### config.mk
export PLATFORM = sky130hd
export DESIGN_NAME = core_top
export DESIGN_NICKNAME = d
export VERILOG_FILES = /design/src/core_pkg.sv /design/src/req_if.sv /design/src/fifo_queue.sv /design/src/inst_decode.sv /design/src/alu_execute.sv /design/src/commit_ring.sv /design/src/commit_result.sv /design/src/core_top.sv
export SDC_FILE = /design/constraint.sdc
export NUM_CORES = 2
export LEC_CHECK = 0
export CORE_MARGIN = 2
export CORE_UTILIZATION = 55
export CTS_CLUSTER_DIAMETER = 200
export DETAILED_ROUTE_END_ITERATION = 16
export DONT_BUFFER_PORTS = 1
export PLACE_DENSITY_LB_ADDON = 0.08
export SLEW_MARGIN = 25
export SYNTH_ARGS = -nofsm -noshare
export SYNTH_HDL_FRONTEND = slang
export SYNTH_SLANG_ARGS = --single-unit
### constraint.sdc
create_clock -name clk -period 16 [get_ports clk]
set_input_delay 1.6 -clock clk [delete_from_list [all_inputs] [get_ports clk]]
set_output_delay 1.6 -clock clk [all_outputs]
set_load 0.005 [all_outputs]
### src/core_pkg.sv
package core_pkg;

	localparam int COMMIT_RING_WIDTH = 4;
	localparam int RESULT_DEPTH = 16;
	localparam int IO_DEPTH = 4;
	localparam int NUM_GPR = 16;

	typedef logic [15:0] data_t;
	typedef logic [3:0] reg_idx_t;

	// unlisted encodings decode as nop.
	typedef enum logic [3:0] {
		ADD  = 4'h0,
		SUB  = 4'h1,
		AND  = 4'h2,
		XOR  = 4'h3,
		ADDI = 4'h4,
		IN   = 4'h5, // input word to rd.
		OUT  = 4'h6, // emits register rs1.
		NOP  = 4'h7
	} opcode_t;

	typedef struct packed {
		opcode_t opcode;
		reg_idx_t rd;
		reg_idx_t rs1;
		reg_idx_t rs2_imm; // rs2, or zero-extended immediate for addi.
	} inst_t;

	typedef enum logic [1:0] {
		COMMIT_NULL   = 2'd0,
		COMMIT_GPR    = 2'd1,
		COMMIT_GPR_IN = 2'd2,
		COMMIT_OUT    = 2'd3
	} commit_kind_t;

	typedef struct packed {
		opcode_t opcode;
		data_t a;
		data_t b;
		reg_idx_t rd;
	} alu_op_t;

	typedef struct packed {
		reg_idx_t rd;
		data_t value;
	} gpr_result_t;

endpackage

### src/req_if.sv
`timescale 1ns/10ps

interface req_if;
	logic valid;
	logic ready;

	modport source (
		output valid,
		input ready
	);

	modport sink (
		input valid,
		output ready
	);
endinterface

### src/fifo_queue.sv
`timescale 1ns/10ps

module fifo_queue #(
	parameter type payload_t = logic [7:0],
	parameter int DEPTH = 4
) (
	input logic clk,
	input logic reset,
	input logic push,
	input payload_t push_data,
	input logic pop,
	output payload_t pop_data,
	output logic full,
	output logic empty,
	output logic [$clog2(DEPTH+1)-1:0] count
);
	payload_t mem [DEPTH];
	logic [$clog2(DEPTH)-1:0] wr_ptr;
	logic [$clog2(DEPTH)-1:0] rd_ptr;
	logic do_push;
	logic do_pop;

	assign full = count == ($clog2(DEPTH+1))'(DEPTH);
	assign empty = count == '0;
	assign do_push = push && !full;
	assign do_pop = pop && !empty;
	assign pop_data = mem[rd_ptr];

	always_ff @(posedge clk) begin
		if (reset) begin
			wr_ptr <= '0;
			rd_ptr <= '0;
			count <= '0;
		end else begin
			if (do_push) begin
				wr_ptr <= (wr_ptr == ($clog2(DEPTH))'(DEPTH-1)) ? '0 : wr_ptr + 1'b1;
			end
			if (do_pop) begin
				rd_ptr <= (rd_ptr == ($clog2(DEPTH))'(DEPTH-1)) ? '0 : rd_ptr + 1'b1;
			end
			case ({do_push, do_pop})
				2'b10: count <= count + 1'b1;
				2'b01: count <= count - 1'b1;
				default: count <= count; // idle or push and pop together.
			endcase
		end
	end

	always_ff @(posedge clk) begin
		if (do_push) begin
			mem[wr_ptr] <= push_data;
		end
	end
endmodule

### src/inst_decode.sv
`timescale 1ns/10ps

module inst_decode (
	input logic clk,
	input logic reset,
	input logic inst_valid,
	input core_pkg::inst_t inst_word,
	output logic inst_ready,
	req_if.source issue_req,
	output core_pkg::commit_kind_t issue_type,
	output logic alu_valid,
	output core_pkg::alu_op_t alu_op,
	output logic io_rd_valid,
	output core_pkg::reg_idx_t io_rd,
	output core_pkg::reg_idx_t rd_addr_a,
	output core_pkg::reg_idx_t rd_addr_b,
	input core_pkg::data_t rd_data_a,
	input core_pkg::data_t rd_data_b,
	input logic wb_valid,
	input core_pkg::reg_idx_t wb_rd
);
	logic [core_pkg::NUM_GPR-1:0] busy;
	logic is_alu;
	logic is_imm;
	logic has_dest;
	logic hazard;
	logic issue;

	always_comb begin
		case (inst_word.opcode)
			core_pkg::ADD, core_pkg::SUB, core_pkg::AND, core_pkg::XOR, core_pkg::ADDI:
				issue_type = core_pkg::COMMIT_GPR;
			core_pkg::IN: issue_type = core_pkg::COMMIT_GPR_IN;
			core_pkg::OUT: issue_type = core_pkg::COMMIT_OUT;
			default: issue_type = core_pkg::COMMIT_NULL;
		endcase
	end

	assign is_alu = issue_type == core_pkg::COMMIT_GPR;
	assign is_imm = inst_word.opcode == core_pkg::ADDI;
	assign has_dest = is_alu || issue_type == core_pkg::COMMIT_GPR_IN;

	assign rd_addr_a = inst_word.rs1;
	assign rd_addr_b = inst_word.rs2_imm;

	// one busy bit per register, so a second writer waits too.
	assign hazard = (is_alu && (busy[inst_word.rs1] || (!is_imm && busy[inst_word.rs2_imm]))) ||
	                (has_dest && busy[inst_word.rd]);

	assign issue_req.valid = inst_valid && issue_type != core_pkg::COMMIT_NULL && !hazard;
	assign inst_ready = issue_type == core_pkg::COMMIT_NULL || (issue_req.ready && !hazard);
	assign issue = issue_req.valid && issue_req.ready;

	assign alu_valid = issue && is_alu;
	assign alu_op.opcode = inst_word.opcode;
	assign alu_op.a = rd_data_a;
	assign alu_op.b = is_imm ? core_pkg::data_t'(inst_word.rs2_imm) : rd_data_b;
	assign alu_op.rd = inst_word.rd;

	assign io_rd_valid = issue && !is_alu;
	assign io_rd = (issue_type == core_pkg::COMMIT_OUT) ? inst_word.rs1 : inst_word.rd;

	always_ff @(posedge clk) begin
		if (reset) begin
			busy <= '0;
		end else begin
			if (wb_valid) begin
				busy[wb_rd] <= 1'b0;
			end
			if (issue && has_dest) begin
				busy[inst_word.rd] <= 1'b1; // set wins over clear.
			end
		end
	end
endmodule

### src/alu_execute.sv
`timescale 1ns/10ps

module alu_execute (
	input logic clk,
	input logic reset,
	input logic alu_valid,
	input core_pkg::alu_op_t alu_op,
	output logic res_valid,
	input logic res_ready,
	output core_pkg::gpr_result_t res_data
);
	logic s1_valid;
	core_pkg::alu_op_t s1_op;
	core_pkg::data_t value;
	core_pkg::gpr_result_t s2_result;
	logic res_empty;

	always_ff @(posedge clk) begin
		if (reset) begin
			s1_valid <= 1'b0;
		end else begin
			s1_valid <= alu_valid;
		end
	end

	always_ff @(posedge clk) begin
		if (alu_valid) begin
			s1_op <= alu_op;
		end
	end

	always_comb begin
		case (s1_op.opcode)
			core_pkg::SUB: value = s1_op.a - s1_op.b;
			core_pkg::AND: value = s1_op.a & s1_op.b;
			core_pkg::XOR: value = s1_op.a ^ s1_op.b;
			default: value = s1_op.a + s1_op.b; // add and addi.
		endcase
	end

	assign s2_result.rd = s1_op.rd;
	assign s2_result.value = value;

	// deep enough for every alu op the ring can hold.
	fifo_queue #(
		.payload_t(core_pkg::gpr_result_t),
		.DEPTH(core_pkg::RESULT_DEPTH)
	) u_result_q (
		.clk(clk),
		.reset(reset),
		.push(s1_valid),
		.push_data(s2_result),
		.pop(res_valid && res_ready),
		.pop_data(res_data),
		.full(),
		.empty(res_empty),
		.count()
	);

	assign res_valid = !res_empty;
endmodule

### src/commit_ring.sv
`timescale 1ns/10ps

module commit_ring (
	input logic clk,
	input logic reset,
	req_if.sink issue_req,
	input core_pkg::commit_kind_t issue_type,
	req_if.source commit_req_gpr,
	req_if.source commit_req_in,
	req_if.source commit_req_out,
	output logic [core_pkg::COMMIT_RING_WIDTH-1:0] in_count
);
	core_pkg::commit_kind_t entry [2**core_pkg::COMMIT_RING_WIDTH];
	logic [core_pkg::COMMIT_RING_WIDTH-1:0] issue_ptr;
	logic [core_pkg::COMMIT_RING_WIDTH-1:0] commit_ptr;
	core_pkg::commit_kind_t head;
	logic issue;
	logic commit;

	assign head = entry[commit_ptr];

	// one slot stays free to tell full from empty.
	assign issue_req.ready = core_pkg::COMMIT_RING_WIDTH'(issue_ptr + 1'b1) != commit_ptr;

	assign commit_req_gpr.valid = head == core_pkg::COMMIT_GPR;
	assign commit_req_in.valid = head == core_pkg::COMMIT_GPR_IN;
	assign commit_req_out.valid = head == core_pkg::COMMIT_OUT;

	assign issue = issue_req.valid && issue_req.ready;
	assign commit = (commit_req_gpr.valid && commit_req_gpr.ready) ||
	                (commit_req_in.valid && commit_req_in.ready) ||
	                (commit_req_out.valid && commit_req_out.ready);

	always_ff @(posedge clk) begin
		if (reset) begin
			issue_ptr <= '0;
			commit_ptr <= '0;
			entry <= '{default: core_pkg::COMMIT_NULL};
		end else begin
			if (commit) begin
				entry[commit_ptr] <= core_pkg::COMMIT_NULL;
				commit_ptr <= commit_ptr + 1'b1;
			end
			if (issue) begin
				entry[issue_ptr] <= issue_type; // head slot only while empty.
				issue_ptr <= issue_ptr + 1'b1;
			end
		end
	end

	always_comb begin
		in_count = '0;
		for (int i = 0; i < 2**core_pkg::COMMIT_RING_WIDTH; i++) begin
			if (entry[i] == core_pkg::COMMIT_GPR_IN) begin
				in_count = in_count + 1'b1;
			end
		end
	end
endmodule

### src/commit_result.sv
`timescale 1ns/10ps

module commit_result (
	input logic clk,
	input logic reset,
	req_if.sink commit_req_gpr,
	req_if.sink commit_req_in,
	req_if.sink commit_req_out,
	input logic res_valid,
	output logic res_ready,
	input core_pkg::gpr_result_t res_data,
	input logic io_rd_valid,
	input core_pkg::reg_idx_t io_rd,
	input logic [core_pkg::COMMIT_RING_WIDTH-1:0] in_count,
	input logic in_valid,
	output logic in_ready,
	input core_pkg::data_t in_data,
	output logic out_valid,
	input logic out_ready,
	output core_pkg::data_t out_data,
	output logic wb_valid,
	output core_pkg::reg_idx_t wb_rd,
	input core_pkg::reg_idx_t rd_addr_a,
	input core_pkg::reg_idx_t rd_addr_b,
	output core_pkg::data_t rd_data_a,
	output core_pkg::data_t rd_data_b
);
	core_pkg::data_t gpr [core_pkg::NUM_GPR];
	core_pkg::data_t wb_data;
	core_pkg::reg_idx_t io_head;
	core_pkg::data_t in_head;
	logic [$clog2(core_pkg::IO_DEPTH+1)-1:0] in_buf_count;
	logic in_full;
	logic in_empty;
	logic out_full;
	logic out_empty;
	logic gpr_commit;
	logic in_commit;
	logic out_commit;

	assign commit_req_gpr.ready = res_valid;
	assign commit_req_in.ready = !in_empty;
	assign commit_req_out.ready = !out_full;

	assign gpr_commit = commit_req_gpr.valid && commit_req_gpr.ready;
	assign in_commit = commit_req_in.valid && commit_req_in.ready;
	assign out_commit = commit_req_out.valid && commit_req_out.ready;
	assign res_ready = commit_req_gpr.valid;

	// rd of IN, rs1 of OUT, in program order.
	fifo_queue #(
		.payload_t(core_pkg::reg_idx_t),
		.DEPTH(2**core_pkg::COMMIT_RING_WIDTH)
	) u_io_rd_q (
		.clk(clk),
		.reset(reset),
		.push(io_rd_valid),
		.push_data(io_rd),
		.pop(in_commit || out_commit),
		.pop_data(io_head),
		.full(),
		.empty(),
		.count()
	);

	// prefetch only as many words as IN entries are pending.
	assign in_ready = !in_full &&
	                  core_pkg::COMMIT_RING_WIDTH'(in_buf_count) < in_count;

	fifo_queue #(
		.payload_t(core_pkg::data_t),
		.DEPTH(core_pkg::IO_DEPTH)
	) u_in_q (
		.clk(clk),
		.reset(reset),
		.push(in_valid && in_ready),
		.push_data(in_data),
		.pop(in_commit),
		.pop_data(in_head),
		.full(in_full),
		.empty(in_empty),
		.count(in_buf_count)
	);

	fifo_queue #(
		.payload_t(core_pkg::data_t),
		.DEPTH(core_pkg::IO_DEPTH)
	) u_out_q (
		.clk(clk),
		.reset(reset),
		.push(out_commit),
		.push_data(gpr[io_head]),
		.pop(out_valid && out_ready),
		.pop_data(out_data),
		.full(out_full),
		.empty(out_empty),
		.count()
	);

	assign out_valid = !out_empty;

	assign wb_valid = gpr_commit || in_commit;
	assign wb_rd = gpr_commit ? res_data.rd : io_head;
	assign wb_data = gpr_commit ? res_data.value : in_head;

	always_ff @(posedge clk) begin
		if (reset) begin
			gpr <= '{default: '0};
		end else if (wb_valid) begin
			gpr[wb_rd] <= wb_data;
		end
	end

	assign rd_data_a = gpr[rd_addr_a];
	assign rd_data_b = gpr[rd_addr_b];
endmodule

### src/core_top.sv
`timescale 1ns/10ps

module core_top (
	input logic clk,
	input logic reset,
	input logic inst_valid,
	output logic inst_ready,
	input core_pkg::inst_t inst_word,
	input logic in_valid,
	output logic in_ready,
	input core_pkg::data_t in_data,
	output logic out_valid,
	input logic out_ready,
	output core_pkg::data_t out_data
);
	req_if issue_req();
	req_if commit_req_gpr();
	req_if commit_req_in();
	req_if commit_req_out();

	core_pkg::commit_kind_t issue_type;
	logic alu_valid;
	core_pkg::alu_op_t alu_op;
	logic io_rd_valid;
	core_pkg::reg_idx_t io_rd;
	core_pkg::reg_idx_t rd_addr_a;
	core_pkg::reg_idx_t rd_addr_b;
	core_pkg::data_t rd_data_a;
	core_pkg::data_t rd_data_b;
	logic wb_valid;
	core_pkg::reg_idx_t wb_rd;
	logic res_valid;
	logic res_ready;
	core_pkg::gpr_result_t res_data;
	logic [core_pkg::COMMIT_RING_WIDTH-1:0] in_count;

	inst_decode u_decode (
		.clk(clk),
		.reset(reset),
		.inst_valid(inst_valid),
		.inst_word(inst_word),
		.inst_ready(inst_ready),
		.issue_req(issue_req),
		.issue_type(issue_type),
		.alu_valid(alu_valid),
		.alu_op(alu_op),
		.io_rd_valid(io_rd_valid),
		.io_rd(io_rd),
		.rd_addr_a(rd_addr_a),
		.rd_addr_b(rd_addr_b),
		.rd_data_a(rd_data_a),
		.rd_data_b(rd_data_b),
		.wb_valid(wb_valid),
		.wb_rd(wb_rd)
	);

	alu_execute u_execute (
		.clk(clk),
		.reset(reset),
		.alu_valid(alu_valid),
		.alu_op(alu_op),
		.res_valid(res_valid),
		.res_ready(res_ready),
		.res_data(res_data)
	);

	commit_ring u_ring (
		.clk(clk),
		.reset(reset),
		.issue_req(issue_req),
		.issue_type(issue_type),
		.commit_req_gpr(commit_req_gpr),
		.commit_req_in(commit_req_in),
		.commit_req_out(commit_req_out),
		.in_count(in_count)
	);

	commit_result u_result (
		.clk(clk),
		.reset(reset),
		.commit_req_gpr(commit_req_gpr),
		.commit_req_in(commit_req_in),
		.commit_req_out(commit_req_out),
		.res_valid(res_valid),
		.res_ready(res_ready),
		.res_data(res_data),
		.io_rd_valid(io_rd_valid),
		.io_rd(io_rd),
		.in_count(in_count),
		.in_valid(in_valid),
		.in_ready(in_ready),
		.in_data(in_data),
		.out_valid(out_valid),
		.out_ready(out_ready),
		.out_data(out_data),
		.wb_valid(wb_valid),
		.wb_rd(wb_rd),
		.rd_addr_a(rd_addr_a),
		.rd_addr_b(rd_addr_b),
		.rd_data_a(rd_data_a),
		.rd_data_b(rd_data_b)
	);
endmodule

==> summary.txt <==
STA
  • TNS Setup: 0 ns
  • RSZ-0062 raised after global routing: false
  • Pins Over Slew Limit: 0
  • Final Setup Violations: 0
  • Worst-Margin Slew: 1.194 ns
  • Final worst-path cycle share: 0.7223
  • Max Clk Rate: 86.52 MHz
  • Worst relative slew slack: 0.1959
  • Hold Vio Cnt, Final: 0
  • Fin crit period: 11.56 ns
  • Fin Clk Skew: 0.03459 ns

Cells and area
  • Area Growth Syn to Fin: 9.900%
  • Final instance area: ~49000 µm²
  • Fin cells: around 4200
  • Final nets: 3221
  • Register Area: between 20000 and 25000 µm²
  • Share of layout cells above drive strength 1: 0.2182
  • Fillers: 5942
  • Area used by multi-input combinational logic: 19740 µm²

Setup path
  • CP endpoint kind: output pin
  • Crit-path max FO: 5
  • Worst Path Required: 14.40 ns
  • Family with the most delay on the worst path: compound AO/OA/AOI/OAI gates
  • Cell mode on critical path: ha_1
  • CP arrival: 9.96 ns
  • Critical path's slowest cell: a21oi_1
  • CP Launch Type: register
  • CP max stage delay: roughly 0.41 ns
  • Crit path kind: reg -> out
  • WP buf/inv: 2

Power and ir drop
  • Max VDD drop: 0.1017 mV
  • Power Density: 101.7 nW/µm²
  • P_leak: 17.15 nW
  • Tot Pwr: 4.978 mW

Routing
  • WL final: 114100 µm
  • Drt drc: 0
  • Detailed-router iteration count before antenna repair: 6
  • DR vias/cell: 6.406
  • Vias: 27134
  • WL/cell: 26.94 µm
  • Number of routed nets with antenna violations: 0
  • Iteration-0 DRC Markers: 3014

Floorplan
  • # IOs: 56
  • Row count: between 100 and 150
  • Die area: 83270 µm²
  • Initial core utilization: 0.5547
  • Floorplan core area: 80290 µm²
  • Die Y: just under 300 µm
  • Chip width: 288.6 µm

Synth
  • FF+latch count, synth: 917
  • Synth area leader: edfxtp_1
  • Seq/Total Area, Yosys: 0.5362
  • Commonest cells in the netlist: 552 x edfxtp_1, 461 x nor2_1, 398 x mux4_2
  • EDFF count, synth: between 500 and 600
  • Primary FF master, synth: edfxtp_1
  • Most frequent cell after synthesis: edfxtp_1
  • Ys Warns: 0
  • Netlist cell types: 80
  • Post-Syn Nets: 3278
  • Syn_area_per_cell: approximately 14 µm²
  • Fraction of registers with async set/reset: 0
  • Yosys top cell area share: 0.3722
  • Largest cells by area after synthesis: edfxtp_1 37%, mux4_2 20%, dfxtp_1 16%, mux2i_1 6.7%, nor2_1 3.9%
  • Cell Area, Synth: 44540 µm²
  • Post-Syn Instances: 3148

GRT
  • Largest net degree at the start of global routing: 355
  • Initial antenna violation count: 3
  • Vias in the first global route: 27610
  • First-pass GRT wire length: 172700 µm
  • Total grt overflow: 0
  • GRT Util Overall: 0.2784

CTS
  • TritonCTS buffer count: 96
  • # hold bufs at CTS: 0
  • CTS sink count: about 900
  • Clk_lat worst skew: between 0.6 and 0.7 ns
  • TritonCTS clock tree: yes
  • Reg clk slew, reported paths: roughly 0.06 ns
  • Clock tree buffer depth: 3
  • CTS resizes: 0
  • Setup Buffers After CTS: 0
  • CTS HTree Levels: 3
  • Root buffer selected by CTS: clkbuf_16

Placement
  • Hpwl dp: ~71000 µm
  • Routability cong.: between 0.8 and 0.9
  • DP Cell Count: 4052
  • Port Buf Inserts: 0
  • Placed inst area: 45590 µm²

Outcome
  • Status: finished clean

Flow run
  • Max_cap viols: 0

Min path
  • Hold crit path type: reg -> reg
-- power by group --
part / switching (mW) / internal, mW / total, mW
clock: 0.951 / 1.36 / 2.31
combinational: 0.0836 / 0.0586 / 0.142
sequential: 0.00804 / 2.52 / 2.53
-- final cells by class --
| type | instances | area share |
|---|---|---|
| diodes | 4 | 0.0002045 |
| clock buffers | 128 | 0.05350 |
| clock inverters | 51 | 0.01429 |
| inverters | 58 | 0.004448 |
| multi-input cells | 1961 | 0.4034 |
| flip-flops and latches | 917 | 0.4882 |
| well taps | 1060 | 0.02710 |
| repair buffers | 57 | 0.008896 |
-- placed cells by master (no fill, tap or decap), types with 51 or more instances in the layout --
| cell | instances |
|---|---|
| a21oi_1 | 80 |
| nor2_1 | 449 |
| nand2_1 | 106 |
| o21ai_0 | 85 |
| xnor2_1 | 51 |
| inv_1 | 53 |
| clkbuf_16 | 98 |
| ha_1 | 88 |
| buf_4 | 56 |
| mux2i_1 | 299 |
| dfxtp_1 | 359 |
| mux4_2 | 396 |
| edfxtp_1 | 552 |
-- state kept, by name, indices dropped and copies added (netlist names), 16 cells and up, named ones only --
signal and cells:
u_result.u_in_q.mem 64, u_decode.busy 16, u_ring.entry 32, u_execute.s1_op 40
u_result.u_out_q.mem 64, u_result.u_io_rd_q.mem 64, u_execute.u_result_q.mem 320, u_result.gpr 256
-- cell families (layout without fill, tap and decap cells) --
logic type | after synthesis | in the layout | share of synthesized area
simple gates | 762 | 762 | 0.07563
buf+inv | 270 | 294 | 0.02298
mux | 742 | 742 | 0.2798
other cells | 0 | 4 | 0
compound gates | 261 | 261 | 0.03478
fa+ha+maj | 93 | 93 | 0.02697
flops | 917 | 917 | 0.5362
xor+xnor | 103 | 103 | 0.02357
-- final timing paths --
path | cells past startpoint | startpoint | slack (ns) | to
max | 48 | u_ring.entry[28]$_SDFF_PP0_ | 4.44 | in_ready
min | 2 | u_result.u_io_rd_q.count[4]$_SDFFE_PP0P_ | 0.50 | u_result.u_io_rd_q.count[4]$_SDFFE_PP0P_
max reg2reg | 54 | u_ring.entry[28]$_SDFF_PP0_ | 5.73 | u_result.u_in_q.count[2]$_SDFFE_PP0P_
min reg2reg | 2 | u_result.u_io_rd_q.count[4]$_SDFFE_PP0P_ | 0.50 | u_result.u_io_rd_q.count[4]$_SDFFE_PP0P_
-- metrics by stage --
stage               hold slack (ns)    util  setup slack (ns)
floorplan                    0.4541       -             6.807
global placement             0.4690  0.5676             5.704
detailed placement           0.4885  0.5678             5.201
CTS                          0.4974  0.6091             4.452
global route                 0.5188  0.6095             3.565
finish                       0.4983  0.6097             4.443
-- metal layers --
metal / vias to the layer above / share of wire / global-route usage / wire length (µm)
li1: 11883 / - / - / -
met1: 14088 / 0.42 / 0.3929 / 47940
met2: 996 / 0.48 / 0.4549 / 55230
met3: 167 / 0.073 / 0.04479 / 8299
met4: 0 / 0.023 / 0.07124 / 2639
met5: - / 0 / 0 / 0
-- worst min-delay path, cell delays in order (launching register included) --
cell and delay, ns:
dfxtp_1 0.33, o21ai_0 0.07, a21oi_1 0.06
Power figures use the tool's default switching activity.
